$ cat src/design/axi_bridge_pkg.sv
// AXI bridge package with the burst field types and response codes
package axi_bridge_pkg;

	//////////////////////////////
	// Burst request fields
	//////////////////////////////

	// Beats in the burst minus one
	typedef logic [7:0] burst_len_t;

	// Log2 of bytes per beat
	typedef logic [2:0] burst_size_t;

	typedef enum logic [1:0]
	{
		BURST_FIXED = 2'b00,
		BURST_INCR  = 2'b01,
		BURST_WRAP  = 2'b10
	} burst_type_t;

	//////////////////////////////
	// Response codes
	//////////////////////////////

	typedef enum logic [1:0]
	{
		RESP_OKAY   = 2'b00,
		RESP_EXOKAY = 2'b01,
		RESP_SLVERR = 2'b10,
		RESP_DECERR = 2'b11
	} axi_resp_t;

endpackage

$ cat src/design/burst_info_if.sv
// Burst info interface carrying burst ID and length from splitter to merger
interface burst_info_if
	import axi_bridge_pkg::*;
#(
	parameter int ID_WIDTH = 2
) ();

	// Push side gets one entry per accepted AXI request
	logic                push;
	logic [ID_WIDTH-1:0] push_id;
	burst_len_t          push_len;
	logic                full;

	// Pop side shows the head ahead of the pop
	logic                pop;
	logic [ID_WIDTH-1:0] pop_id;
	burst_len_t          pop_len;
	logic                empty;

	modport splitter
	(
		output push, push_id, push_len,
		input  full
	);

	modport fifo
	(
		input  push, push_id, push_len, pop,
		output full, pop_id, pop_len, empty
	);

	modport merger
	(
		output pop,
		input  pop_id, pop_len, empty
	);

endinterface

$ cat src/design/ar_burst_splitter.sv
// AR burst splitter issuing one AXI-lite read address per burst beat
module ar_burst_splitter
	import axi_bridge_pkg::*;
#(
	parameter int ID_WIDTH   = 2,
	parameter int ADDR_WIDTH = 12
) (
	input  logic                  S_AXI_ACLK,
	input  logic                  S_AXI_ARESETN,

	// Request from the AR skid buffer
	input  logic                  i_req_valid,
	output logic                  o_req_ready,
	input  logic [ID_WIDTH-1:0]   i_req_id,
	input  logic [ADDR_WIDTH-1:0] i_req_addr,
	input  burst_len_t            i_req_len,
	input  burst_size_t           i_req_size,
	input  burst_type_t           i_req_burst,

	// AXI-lite read address
	output logic                  o_m_arvalid,
	input  logic                  i_m_arready,
	output logic [ADDR_WIDTH-1:0] o_m_araddr,

	burst_info_if.splitter        info
);

	logic                  r_arvalid;
	burst_len_t            r_remain;
	logic [ADDR_WIDTH-1:0] r_addr;
	burst_size_t           r_size;
	burst_type_t           r_burst;
	logic [ADDR_WIDTH-1:0] addr_step;
	logic [ADDR_WIDTH-1:0] next_addr;
	logic                  req_accept;
	logic                  beat_done;

	assign beat_done = r_arvalid && i_m_arready;

	// Idle, or last beat leaving this cycle, and room for the burst info
	assign o_req_ready = (!r_arvalid || (beat_done && r_remain == '0)) && !info.full;
	assign req_accept  = i_req_valid && o_req_ready;

	//////////////////////////////
	// Next beat address
	//////////////////////////////

	// WRAP bursts step like INCR
	always_comb
	begin
		addr_step = {{(ADDR_WIDTH-1){1'b0}}, 1'b1} << r_size;
		if (r_burst == BURST_FIXED)
			next_addr = r_addr;
		else
			next_addr = r_addr + addr_step;
	end

	//////////////////////////////
	// Beat sequencing
	//////////////////////////////

	always_ff @(posedge S_AXI_ACLK)
	begin
		if (!S_AXI_ARESETN)
		begin
			r_arvalid <= 1'b0;
			r_remain  <= '0;
		end
		else if (req_accept)
		begin
			r_arvalid <= 1'b1;
			r_remain  <= i_req_len;
		end
		else if (beat_done)
		begin
			if (r_remain == '0)
				r_arvalid <= 1'b0;
			else
				r_remain <= r_remain - 1'b1;
		end
	end

	// Address and burst shape held through a stall
	always_ff @(posedge S_AXI_ACLK)
	begin
		if (req_accept)
		begin
			r_addr  <= i_req_addr;
			r_size  <= i_req_size;
			r_burst <= i_req_burst;
		end
		else if (beat_done)
		begin
			r_addr <= next_addr;
		end
	end

	assign o_m_arvalid = r_arvalid;
	assign o_m_araddr  = r_addr;

	// One FIFO entry per accepted burst
	assign info.push     = req_accept;
	assign info.push_id  = i_req_id;
	assign info.push_len = i_req_len;

endmodule

$ cat src/design/axi2axilite_rd.sv
// AXI to AXI-lite read bridge splitting read bursts into single-beat reads
module axi2axilite_rd
	import axi_bridge_pkg::*;
#(
	parameter int ID_WIDTH      = 2,
	parameter int ADDR_WIDTH    = 12,
	parameter int DATA_WIDTH    = 32,
	parameter int LG_FIFO_DEPTH = 4
) (
	input  logic                  S_AXI_ACLK,
	input  logic                  S_AXI_ARESETN,

	// AXI slave read address
	input  logic                  i_s_arvalid,
	output logic                  o_s_arready,
	input  logic [ID_WIDTH-1:0]   i_s_arid,
	input  logic [ADDR_WIDTH-1:0] i_s_araddr,
	input  burst_len_t            i_s_arlen,
	input  burst_size_t           i_s_arsize,
	input  burst_type_t           i_s_arburst,

	// AXI slave read data
	output logic                  o_s_rvalid,
	input  logic                  i_s_rready,
	output logic [ID_WIDTH-1:0]   o_s_rid,
	output logic [DATA_WIDTH-1:0] o_s_rdata,
	output axi_resp_t             o_s_rresp,
	output logic                  o_s_rlast,

	// AXI-lite master read
	output logic                  o_m_arvalid,
	input  logic                  i_m_arready,
	output logic [ADDR_WIDTH-1:0] o_m_araddr,
	input  logic                  i_m_rvalid,
	output logic                  o_m_rready,
	input  logic [DATA_WIDTH-1:0] i_m_rdata,
	input  axi_resp_t             i_m_rresp
);

	typedef struct packed
	{
		logic [ID_WIDTH-1:0]   id;
		logic [ADDR_WIDTH-1:0] addr;
		burst_len_t            len;
		burst_size_t           size;
		burst_type_t           burst;
	} ar_req_t;

	typedef struct packed
	{
		logic [DATA_WIDTH-1:0] data;
		axi_resp_t             resp;
	} r_beat_t;

	ar_req_t ar_in;
	ar_req_t ar_out;
	logic    ar_valid;
	logic    ar_ready;
	r_beat_t r_in;
	r_beat_t r_out;
	logic    r_valid;
	logic    r_ready;

	assign ar_in = '{id: i_s_arid, addr: i_s_araddr, len: i_s_arlen,
		size: i_s_arsize, burst: i_s_arburst};
	assign r_in  = '{data: i_m_rdata, resp: i_m_rresp};

	//////////////////////////////
	// Channel skid buffers
	//////////////////////////////

	axi_skid_buffer #(.payload_t(ar_req_t)) u_ar_skid (
		.S_AXI_ACLK    (S_AXI_ACLK),
		.S_AXI_ARESETN (S_AXI_ARESETN),
		.i_valid       (i_s_arvalid),
		.o_ready       (o_s_arready),
		.i_data        (ar_in),
		.o_valid       (ar_valid),
		.i_ready       (ar_ready),
		.o_data        (ar_out)
	);

	axi_skid_buffer #(.payload_t(r_beat_t)) u_r_skid (
		.S_AXI_ACLK    (S_AXI_ACLK),
		.S_AXI_ARESETN (S_AXI_ARESETN),
		.i_valid       (i_m_rvalid),
		.o_ready       (o_m_rready),
		.i_data        (r_in),
		.o_valid       (r_valid),
		.i_ready       (r_ready),
		.o_data        (r_out)
	);

	//////////////////////////////
	// Burst bookkeeping
	//////////////////////////////

	burst_info_if #(.ID_WIDTH(ID_WIDTH)) u_info ();

	burst_info_fifo #(
		.ID_WIDTH      (ID_WIDTH),
		.LG_FIFO_DEPTH (LG_FIFO_DEPTH)
	) u_fifo (
		.S_AXI_ACLK    (S_AXI_ACLK),
		.S_AXI_ARESETN (S_AXI_ARESETN),
		.bus           (u_info.fifo)
	);

	ar_burst_splitter #(
		.ID_WIDTH   (ID_WIDTH),
		.ADDR_WIDTH (ADDR_WIDTH)
	) u_splitter (
		.S_AXI_ACLK    (S_AXI_ACLK),
		.S_AXI_ARESETN (S_AXI_ARESETN),
		.i_req_valid   (ar_valid),
		.o_req_ready   (ar_ready),
		.i_req_id      (ar_out.id),
		.i_req_addr    (ar_out.addr),
		.i_req_len     (ar_out.len),
		.i_req_size    (ar_out.size),
		.i_req_burst   (ar_out.burst),
		.o_m_arvalid   (o_m_arvalid),
		.i_m_arready   (i_m_arready),
		.o_m_araddr    (o_m_araddr),
		.info          (u_info.splitter)
	);

	r_burst_merger #(
		.ID_WIDTH   (ID_WIDTH),
		.DATA_WIDTH (DATA_WIDTH)
	) u_merger (
		.S_AXI_ACLK    (S_AXI_ACLK),
		.S_AXI_ARESETN (S_AXI_ARESETN),
		.i_beat_valid  (r_valid),
		.o_beat_ready  (r_ready),
		.i_beat_data   (r_out.data),
		.i_beat_resp   (r_out.resp),
		.o_s_rvalid    (o_s_rvalid),
		.i_s_rready    (i_s_rready),
		.o_s_rid       (o_s_rid),
		.o_s_rdata     (o_s_rdata),
		.o_s_rresp     (o_s_rresp),
		.o_s_rlast     (o_s_rlast),
		.info          (u_info.merger)
	);

endmodule

$ cat src/design/axi_skid_buffer.sv
// Skid buffer for a valid/ready channel with a generic payload type
module axi_skid_buffer
#(
	parameter type payload_t = logic [7:0]
) (
	input  logic     S_AXI_ACLK,
	input  logic     S_AXI_ARESETN,

	// Upstream side
	input  logic     i_valid,
	output logic     o_ready,
	input  payload_t i_data,

	// Downstream side
	output logic     o_valid,
	input  logic     i_ready,
	output payload_t o_data
);

	logic     r_valid;
	payload_t r_data;

	//////////////////////////////
	// Skid register control
	//////////////////////////////

	// Capture when an item arrives and the output stalls
	always_ff @(posedge S_AXI_ACLK)
	begin
		if (!S_AXI_ARESETN)
		begin
			r_valid <= 1'b0;
		end
		else if (r_valid)
		begin
			// Held item leaves once downstream takes it
			if (i_ready)
			begin
				r_valid <= 1'b0;
			end
		end
		else if (i_valid && !i_ready)
		begin
			r_valid <= 1'b1;
		end
	end

	// Skid register payload
	always_ff @(posedge S_AXI_ACLK)
	begin
		if (!r_valid && i_valid && !i_ready)
		begin
			r_data <= i_data;
		end
	end

	//////////////////////////////
	// Outputs
	//////////////////////////////

	// Full skid stage refuses new input until drained
	assign o_ready = !r_valid;

	// Straight through while the register is empty
	assign o_valid = r_valid || i_valid;
	assign o_data  = r_valid ? r_data : i_data;

endmodule

$ cat src/design/burst_info_fifo.sv
// Burst info FIFO holding ID and length of each accepted read burst
module burst_info_fifo
	import axi_bridge_pkg::*;
#(
	parameter int ID_WIDTH      = 2,
	parameter int LG_FIFO_DEPTH = 4
) (
	input  logic          S_AXI_ACLK,
	input  logic          S_AXI_ARESETN,
	burst_info_if.fifo    bus
);

	localparam int DEPTH = 1 << LG_FIFO_DEPTH;

	logic [ID_WIDTH-1:0]      mem_id [DEPTH];
	burst_len_t               mem_len [DEPTH];
	logic [LG_FIFO_DEPTH-1:0] r_wr_ptr;
	logic [LG_FIFO_DEPTH-1:0] r_rd_ptr;
	logic [LG_FIFO_DEPTH:0]   r_count;
	logic                     do_push;
	logic                     do_pop;

	assign do_push = bus.push && !bus.full;
	assign do_pop  = bus.pop && !bus.empty;

	//////////////////////////////
	// Storage
	//////////////////////////////

	always_ff @(posedge S_AXI_ACLK)
	begin
		if (do_push)
		begin
			mem_id[r_wr_ptr]  <= bus.push_id;
			mem_len[r_wr_ptr] <= bus.push_len;
		end
	end

	//////////////////////////////
	// Pointers and fill count
	//////////////////////////////

	always_ff @(posedge S_AXI_ACLK)
	begin
		if (!S_AXI_ARESETN)
		begin
			r_wr_ptr <= '0;
			r_rd_ptr <= '0;
			r_count  <= '0;
		end
		else
		begin
			if (do_push)
				r_wr_ptr <= r_wr_ptr + 1'b1;
			if (do_pop)
				r_rd_ptr <= r_rd_ptr + 1'b1;

			// Simultaneous push and pop leaves the count alone
			if (do_push && !do_pop)
				r_count <= r_count + 1'b1;
			else if (do_pop && !do_push)
				r_count <= r_count - 1'b1;
		end
	end

	// Head of queue visible before the pop
	assign bus.pop_id  = mem_id[r_rd_ptr];
	assign bus.pop_len = mem_len[r_rd_ptr];

	// MSB of the count set only at DEPTH entries
	assign bus.full  = r_count[LG_FIFO_DEPTH];
	assign bus.empty = (r_count == '0);

endmodule

$ cat src/design/r_burst_merger.sv
// R burst merger regrouping AXI-lite read beats into AXI bursts
module r_burst_merger
	import axi_bridge_pkg::*;
#(
	parameter int ID_WIDTH   = 2,
	parameter int DATA_WIDTH = 32
) (
	input  logic                  S_AXI_ACLK,
	input  logic                  S_AXI_ARESETN,

	// Beats from the R skid buffer
	input  logic                  i_beat_valid,
	output logic                  o_beat_ready,
	input  logic [DATA_WIDTH-1:0] i_beat_data,
	input  axi_resp_t             i_beat_resp,

	// AXI read response
	output logic                  o_s_rvalid,
	input  logic                  i_s_rready,
	output logic [ID_WIDTH-1:0]   o_s_rid,
	output logic [DATA_WIDTH-1:0] o_s_rdata,
	output axi_resp_t             o_s_rresp,
	output logic                  o_s_rlast,

	burst_info_if.merger          info
);

	logic                  r_active;
	burst_len_t            r_left;
	logic [ID_WIDTH-1:0]   r_burst_id;
	logic                  r_rvalid;
	logic [ID_WIDTH-1:0]   r_rid;
	logic [DATA_WIDTH-1:0] r_rdata;
	axi_resp_t             r_rresp;
	logic                  r_rlast;
	logic                  out_free;
	logic                  beat_accept;
	logic                  first_beat;
	logic                  last_beat;

	//////////////////////////////
	// Beat acceptance
	//////////////////////////////

	// Output register empty or draining this cycle
	assign out_free = !r_rvalid || i_s_rready;

	// A new burst needs its info entry at the FIFO head
	assign o_beat_ready = out_free && (r_active || !info.empty);
	assign beat_accept  = i_beat_valid && o_beat_ready;
	assign first_beat   = !r_active;

	always_comb
	begin
		if (first_beat)
			last_beat = (info.pop_len == '0);
		else
			last_beat = (r_left == 8'd1);
	end

	// First beat of a burst retires the FIFO head
	assign info.pop = beat_accept && first_beat;

	//////////////////////////////
	// Burst tracking
	//////////////////////////////

	// r_left counts beats still due after the last accepted one
	always_ff @(posedge S_AXI_ACLK)
	begin
		if (!S_AXI_ARESETN)
		begin
			r_active <= 1'b0;
			r_left   <= '0;
		end
		else if (beat_accept)
		begin
			r_active <= !last_beat;
			if (first_beat)
				r_left <= info.pop_len;
			else
				r_left <= r_left - 1'b1;
		end
	end

	always_ff @(posedge S_AXI_ACLK)
	begin
		if (info.pop)
			r_burst_id <= info.pop_id;
	end

	//////////////////////////////
	// Output stage
	//////////////////////////////

	always_ff @(posedge S_AXI_ACLK)
	begin
		if (!S_AXI_ARESETN)
			r_rvalid <= 1'b0;
		else if (beat_accept)
			r_rvalid <= 1'b1;
		else if (i_s_rready)
			r_rvalid <= 1'b0;
	end

	always_ff @(posedge S_AXI_ACLK)
	begin
		if (beat_accept)
		begin
			r_rid   <= first_beat ? info.pop_id : r_burst_id;
			r_rdata <= i_beat_data;
			r_rresp <= i_beat_resp;
			r_rlast <= last_beat;
		end
	end

	assign o_s_rvalid = r_rvalid;
	assign o_s_rid    = r_rid;
	assign o_s_rdata  = r_rdata;
	assign o_s_rresp  = r_rresp;
	assign o_s_rlast  = r_rlast;

endmodule

$ cat config.mk
export PLATFORM = sky130hd
export DESIGN_NAME = axi2axilite_rd
export DESIGN_NICKNAME = d
export VERILOG_FILES = /design/src/design/axi_bridge_pkg.sv /design/src/design/burst_info_if.sv /design/src/design/ar_burst_splitter.sv /design/src/design/axi2axilite_rd.sv /design/src/design/axi_skid_buffer.sv /design/src/design/burst_info_fifo.sv /design/src/design/r_burst_merger.sv
export SDC_FILE = /design/constraint.sdc
export NUM_CORES = 1
export LEC_CHECK = 0
export ABC_AREA = 1
export ABC_CLOCK_PERIOD_IN_PS = 6600
export CORE_MARGIN = 8
export CORE_UTILIZATION = 68
export DETAILED_ROUTE_END_ITERATION = 7
export DONT_BUFFER_PORTS = 1
export PLACE_DENSITY = 0.89
export SYNTH_ARGS = -nofsm -noshare
export SYNTH_HDL_FRONTEND = slang
export SYNTH_SLANG_ARGS = --single-unit
$ cat constraint.sdc
create_clock -name S_AXI_ACLK -period 6.6 [get_ports S_AXI_ACLK]
set_clock_uncertainty 0.15 [all_clocks]
set_input_delay 0.66 -clock S_AXI_ACLK [delete_from_list [all_inputs] [get_ports S_AXI_ACLK]]
set_output_delay 0.66 -clock S_AXI_ACLK [all_outputs]
set_load 0.01 [all_outputs]
# Word-level counts from Yosys, hierarchy flattened
# Memories as Yosys holds them, arrays and structs flattened. A register that Yosys moved wholly into a read port is not among the register bits.
# Cells that the tools add are included.
[totals] regBits=151 latchBits=0 ramBits=160 rom_bits=0 out_inout_bits=53 mem_count=2
[op_classes] n_addsub=7 mul=0 div=0 n_lt_le_gt_ge=0 eq_ne=3 n_shift=1 mux=30 bitwise=0 n_reduce_logical=45
[memory_table] name="u_fifo.mem_len" depth=16 width=8 rd=1 rd_clocked_by_memory_dff=1 wr=1 line_no="burst_info_fifo.sv:16" text="burst_len_t mem_len [DEPTH];"
[memory_table] name="u_fifo.mem_id" depth=16 width=2 rd=1 rd_clocked_by_memory_dff=1 wr=1 line_no="burst_info_fifo.sv:15" text="logic [ID_WIDTH-1:0] mem_id [DEPTH];"
[ops] operator="$mux 12" count=3
[ops] operator="$mux 34" count=1
[ops] operator="$mux 8" count=4
[ops] operator="$mux 27" count=1
[ops] operator="$logic_and 1x1->1" count=17
[ops] operator="$logic_not 8->1" count=2
[ops] operator="$mux 4" count=4
[ops] operator="$sub 8x1->8 const B" count=2
[ops] operator="$mux 1" count=14
[ops] operator="$add 12x12->12" count=1
[ops] operator="$logic_not 1->1" count=12
[ops] operator="$shl 1x3->12 const A" count=1
[ops] operator="$mux 5" count=2
[ops] operator="$add 4x1->4 const B" count=2
[ops] operator="$eq 8x1->1 const B" count=1
[ops] operator="$reduce_bool 2->1" count=4
[ops] operator="$reduce_and 2->1" count=3
[ops] operator="$add 5x1->5 const B" count=1
[ops] operator="$logic_not 5->1" count=1
[ops] operator="$logic_or 1x1->1" count=5
[ops] operator="$sub 5x1->5 const B" count=1
[ops] operator="$ne 2x2->1 const B" count=2
[ops] operator="$logic_not 2->1" count=1
[ops] operator="$mux 2" count=1

# Logic depth before layout (Yosys ltp)
[depth] depth_word=10 ltp_mapped=19 depth_no_buf=18

# Hierarchy
# From an unflattened synthesis, not the netlist that was laid out.
[unflattened] hier_cells=1454 area_unflattened_um2=14490.1
[by_module_without_submodules] mod="burst_info_fifo" n_inst=1 cells_per_inst=783 area_each_um2=7808.7 seq_area_each_um2=5144.9
[by_module_without_submodules] mod="ar_burst_splitter" n_inst=1 cells_per_inst=245 area_each_um2=1990.7 seq_area_each_um2=690.7
[by_module_without_submodules] mod="r_burst_merger" n_inst=1 cells_per_inst=152 area_each_um2=1878.1 seq_area_each_um2=1371.3
[by_module_without_submodules] mod="axi_skid_buffer at u_r_skid" n_inst=1 cells_per_inst=152 area_each_um2=1597.8 seq_area_each_um2=1041.0
[by_module_without_submodules] mod="axi_skid_buffer at u_ar_skid" n_inst=1 cells_per_inst=122 area_each_um2=1214.9 seq_area_each_um2=830.8

# Worst setup path before layout
# Ideal clock, no wire load.
[synth_timing] kind="input port to flip-flop" startpoint="in i_s_rready" endpoint="reg u_r_skid.r_data[0] in the netlist's numbering, enable pin" arrival_ns=2.338 required_ns=6.024 setup_slack_ns=3.686 cell_stages=5 path_buffers=0 cell_sequence="inv_1 > nand2_1 > nand2_1 > inv_1 > nor2_1"
[synth_between] elab_chain_len=4
[synth_lines] item="from (decl)" line_no="axi2axilite_rd.sv:24" text="input logic i_s_rready,"
[synth_lines] item="$logic_or 1x1->1" line_no="r_burst_merger.sv:46" text="assign out_free = !r_rvalid || i_s_rready;"
[synth_lines] item="$logic_and 1x1->1" line_no="r_burst_merger.sv:49" text="assign o_beat_ready = out_free && (r_active || !info.empty);"
[synth_lines] item="$logic_not 1->1" line_no="axi_skid_buffer.sv:51" text="if (!r_valid && i_valid && !i_ready)"
[synth_lines] item="$logic_and 1x1->1" line_no="axi_skid_buffer.sv:51"
[synth_lines] item="to (signal assigned)" line_no="axi_skid_buffer.sv:53" text="r_data <= i_data;"
[synth_lines] item="to (decl)" line_no="axi_skid_buffer.sv:21" text="payload_t r_data;"
# Every way passes these cells.
# A chain may end at the register's enable or synchronous reset.

# Final worst setup path
[layout_timing] startpoint="reg u_splitter.r_remain[0]" endpoint="reg u_fifo.r_count[4]"
[layout_between] elab_chain_len=9
[layout_lines] item="from (decl)" line_no="ar_burst_splitter.sv:29" text="burst_len_t r_remain;"
[layout_lines] item="from (signal assigned)" line_no="ar_burst_splitter.sv:72" text="r_remain <= i_req_len;"
[layout_lines] item="from (signal assigned)" line_no="ar_burst_splitter.sv:79" text="r_remain <= r_remain - 1'b1;"
[layout_lines] item="$logic_not 8->1 *" line_no="ar_burst_splitter.sv:41" text="assign o_req_ready = (!r_arvalid || (beat_done && r_remain == '0)) && !info.full;"
[layout_lines] item="$logic_and 1x1->1 *" line_no="ar_burst_splitter.sv:41"
[layout_lines] item="$logic_or 1x1->1 *" line_no="ar_burst_splitter.sv:41"
[layout_lines] item="$logic_and 1x1->1 *" line_no="ar_burst_splitter.sv:41"
[layout_lines] item="$logic_and 1x1->1 *" line_no="ar_burst_splitter.sv:42" text="assign req_accept = i_req_valid && o_req_ready;"
[layout_lines] item="$logic_and 1x1->1 *" line_no="burst_info_fifo.sv:23" text="assign do_push = bus.push && !bus.full;"
[layout_lines] item="$logic_not 1->1" line_no="burst_info_fifo.sv:61" text="else if (do_pop && !do_push)"
[layout_lines] item="$logic_and 1x1->1" line_no="burst_info_fifo.sv:61"
[layout_lines] item="$reduce_bool 2->1 (no source line)"
[layout_lines] item="to (signal assigned)" line_no="burst_info_fifo.sv:60" text="r_count <= r_count + 1'b1;"
[layout_lines] item="to (signal assigned)" line_no="burst_info_fifo.sv:62" text="r_count <= r_count - 1'b1;"
[layout_lines] item="to (decl)" line_no="burst_info_fifo.sv:19" text="logic [LG_FIFO_DEPTH:0] r_count;"
# Every way passes the cells marked *; elsewhere a longest branch is shown, timed or not.

==> impl_metrics.ini <==
[run]
cap_violations = 0

[drt]
drt_iter0_markers = 1121
via_per_inst = 6.12
wl_per_cell_um = 20.1
drc = 0
dr_total_vias = 9251
ant_nets = 0
firstDrtPassIters = 7
drt_wl_total_um = 30300

[synthesis]
yosysTopAreaCellShare_pct = 61.8
async_reset_ff_share_pct = 0
synth_seq_cells = 315
synth.cell_area_sq_um = 13500
synth_edf_count = 277
synth_cell_type_count = 44
synth_fp_nets = 1322
yosysSeqAreaShare_pct = 67.5
synth_area_leaders = edfxtp_1 62%, nand2_1 10%, dfxtp_1 5.7%
synth.largest_area_cell = edfxtp_1
synth_area_per_cell_sq_um = 10.9
synth_ff_type = edfxtp_1
yosys_warnings = 0
postSynthCellCount = 1232

[pwr]
fin_total_pwr_uw = 6140
peakVddDrop_v = 0.000321
leakage_uw = 0.00566
power.density_nw_per_um2 = 422

[critical_path]
cp_slowest_cell = nor2_4
cpPeakStageDelay_ns = 0.37
worst_r2r_endpoint = u_fifo.r_count[4]$_SDFFE_PN0P_
reg2reg_depth = 18
cp-endpoint = u_fifo.r_count[4]$_SDFFE_PN0P_
rr_startpoint = u_splitter.r_remain[0]$_SDFFE_PN0P_
crit_type = register to register
cp-end-kind = register
critPathArrivalTime_ns = 3.66
required_ns = 6.87
cp-start-kind = register
path_max_fanout = 14
worst-r2r-setup-slack_ns = 3.21
crit_chain = inv_1 > ha_1 > nand2_1 > nor2_1 > nand3_1 > o21ai_2 > nand2_2 > nor2_4 > ha_1 > inv_1 > ha_1 > a21o_1 > a31oi_1 > nor2_1 > nor2_1 > nand2_1 > o21ai_0 > a21oi_1
crit_start = u_splitter.r_remain[0]$_SDFFE_PN0P_

[floorplanning]
die_h_um = 157
initial_utilization_pct = 69.1
die_area_sq_um = 24500
die_w_um = 157
core_area_sq_um = 19500
io-pin-count = 120
rows = 51

[placement]
post-dp-hpwl_um = 18000
place_ws_ns = 3.45
gp_congestion = 0.864
port_buffers = 0
placed_area_sq_um = 13600

[sta]
hold_viol = 0
post-route-min-period_ns = 3.39
setup_tns_ns = 0
worst_pin_slew_ns = 1.26
whs_ns = 0.0546
fin_crit_sh_pct = 51.4
slew_violations = 0
setup_viol = 0
relSlewSlack_pct = 15.8
rsz0062_at_grt = no
fmax_mhz = 295
fin_ws_ns = 3.21

[global_routing]
grt_pass1_wl_um = 47200
grt_pass1_vias = 9032
grt_usage_pct = 24.5
overflow = 0
antenna_found_initial = 0
grt_max_degree = 74

[cts]
post_cts_buffers = 0
clkTransAtPathRegs_ns = 0.06
ctsRootBufferMaster = clkbuf_16
clock_path_buffers = 3
cts_buffers = 31
cts_resized = 0
cts_max_level = 1
cts_hold_buf = 0
cts_tree = built
clock_sinks = 315
clk-insertion-delay-late_ns = 0.55

[final_layout]
drive_above_1_share_pct = 7.22
area_delta_synth_final_pct = 8.19
nFillCells = 1087
num_antenna_cells = 0
final_cell_area_sq_um = 14600
final_nets = 1312

[status]
status = complete, no violations

[min_path]
hp-class = input port to register
state kept, by name (all words and copies together) (netlist names), 3 cells and up, named ones only:
signal	flops
u_splitter.o_m_araddr	12
u_ar_skid.r_data	27
u_fifo.mem_len	128
u_splitter.r_size	3
u_splitter.r_remain	8
u_merger.o_s_rdata	32
u_fifo.r_count	5
u_r_skid.r_data	34
u_merger.r_left	8
u_fifo.r_wr_ptr	4
u_fifo.mem_id	32
u_fifo.r_rd_ptr	4
per-stage QoR:
step,cells,utilization [%]
2_1_floorplan,1232,-
3_3_place_gp,1454,69.6
3_5_place_dp,1454,69.6
4_1_cts,1511,74.8
5_1_grt,1511,74.8
6_report,1511,74.8
per-layer routing:
metal,part of all wire (%),GRT usage [%]
met1,36,29.4
met3,10,5.46
met4,4.8,12.0
met5,0,0
met2,48,41.2
cells by family after synthesis:
group	synth area share [%]
DFF	67.5
and+or+nand+nor	17.9
buffers and inverters	4.59
adders and majority gates	2.25
muxes	0.298
xor gates and xnor gates	1.24
AOI/OAI and AO/OA	6.25
cells in the final DEF, fill, tap and decap left out, types with 4 or more instances in the layout:
cell	netlist	final
inv_1	75	75
nand3_1	75	75
a21oi_1	34	34
xor2_1	13	13
clkbuf_16	0	31
o21ai_0	60	60
xnor2_1	6	6
ha_1	21	21
nor3_1	17	17
o221ai_1	6	6
clkbuf_8	0	8
edfxtp_1	277	277
a31oi_1	8	8
clkinv_2	0	6
nand2_1	359	359
or2_2	6	6
inv_2	4	4
nor2_2	5	6
o211ai_2	4	4
a21o_1	5	5
buf_4	6	7
mux2i_1	4	4
clkbuf_1	16	8
o211ai_1	5	5
clkinv_1	4	5
nor2_1	124	122
dfxtp_1	38	37
o21ai_1	7	7
final cells by class:
cell class	instances	area, sq um	area share (%)
Clock inverter	10	83.8	0.576
Tap cell	265	332	2.28
Sequential cell	315	9080	62.4
Inverter	85	324	2.23
Timing Repair Buffer	7	52.6	0.361
Clock buffer	47	916	6.29
Multi-Input combinational cell	782	3770	25.9
cell usage after synthesis, types with 5 or more instances:
| cell | n |
|---|---|
| o21ai_1 | 7 |
| buf_2 | 18 |
| a21oi_1 | 34 |
| nor2_2 | 5 |
| dfxtp_1 | 38 |
| clkbuf_1 | 16 |
| nor2_1 | 124 |
| buf_6 | 8 |
| buf_4 | 6 |
| a21o_1 | 5 |
| o21ai_0 | 60 |
| nand3_1 | 75 |
| ha_1 | 21 |
| xnor2_1 | 6 |
| nor3_1 | 17 |
| o221ai_1 | 6 |
| or2_2 | 6 |
| inv_1 | 75 |
| edfxtp_1 | 277 |
| o211ai_1 | 5 |
| a31oi_1 | 8 |
| nand2_1 | 359 |
| xor2_1 | 13 |
worst min-delay path by stage:
stage                                         start  slack [ns]                               to  depth (start not counted)
floorplan           u_fifo.r_rd_ptr[3]$_SDFFE_PN0P_        0.26                         register                          1
global placement    u_fifo.r_rd_ptr[3]$_SDFFE_PN0P_        0.27  u_fifo.r_rd_ptr[3]$_SDFFE_PN0P_                          1
detailed placement  u_fifo.r_rd_ptr[3]$_SDFFE_PN0P_        0.28                         register                          1
CTS                                   i_s_araddr[7]        0.04   u_ar_skid.r_data[20]$_DFFE_PP_                          0
global route                          i_s_araddr[4]        0.03   u_ar_skid.r_data[17]$_DFFE_PP_                          0
finish                                i_s_araddr[9]        0.05   u_ar_skid.r_data[22]$_DFFE_PP_                          0
critical path: cells and delay by family (launching register included):
| family | cells | cell delay, ns |
|---|---|---|
| DFF | 1 | 0.32 |
| and+or+nand+nor | 8 | 1.02 |
| adders and majority gates | 3 | 0.80 |
| buffers and inverters | 2 | 0.22 |
| AOI/OAI and AO/OA | 5 | 0.76 |
report_power, final:
group | leakage (uW) | internal [uW] | switching [uW]
Sequential | 0.00286 | 2590 | 253
Clock | 0.000499 | 994 | 713
Combinational | 0.00230 | 457 | 1130
(Power assumes the default switching activity.)
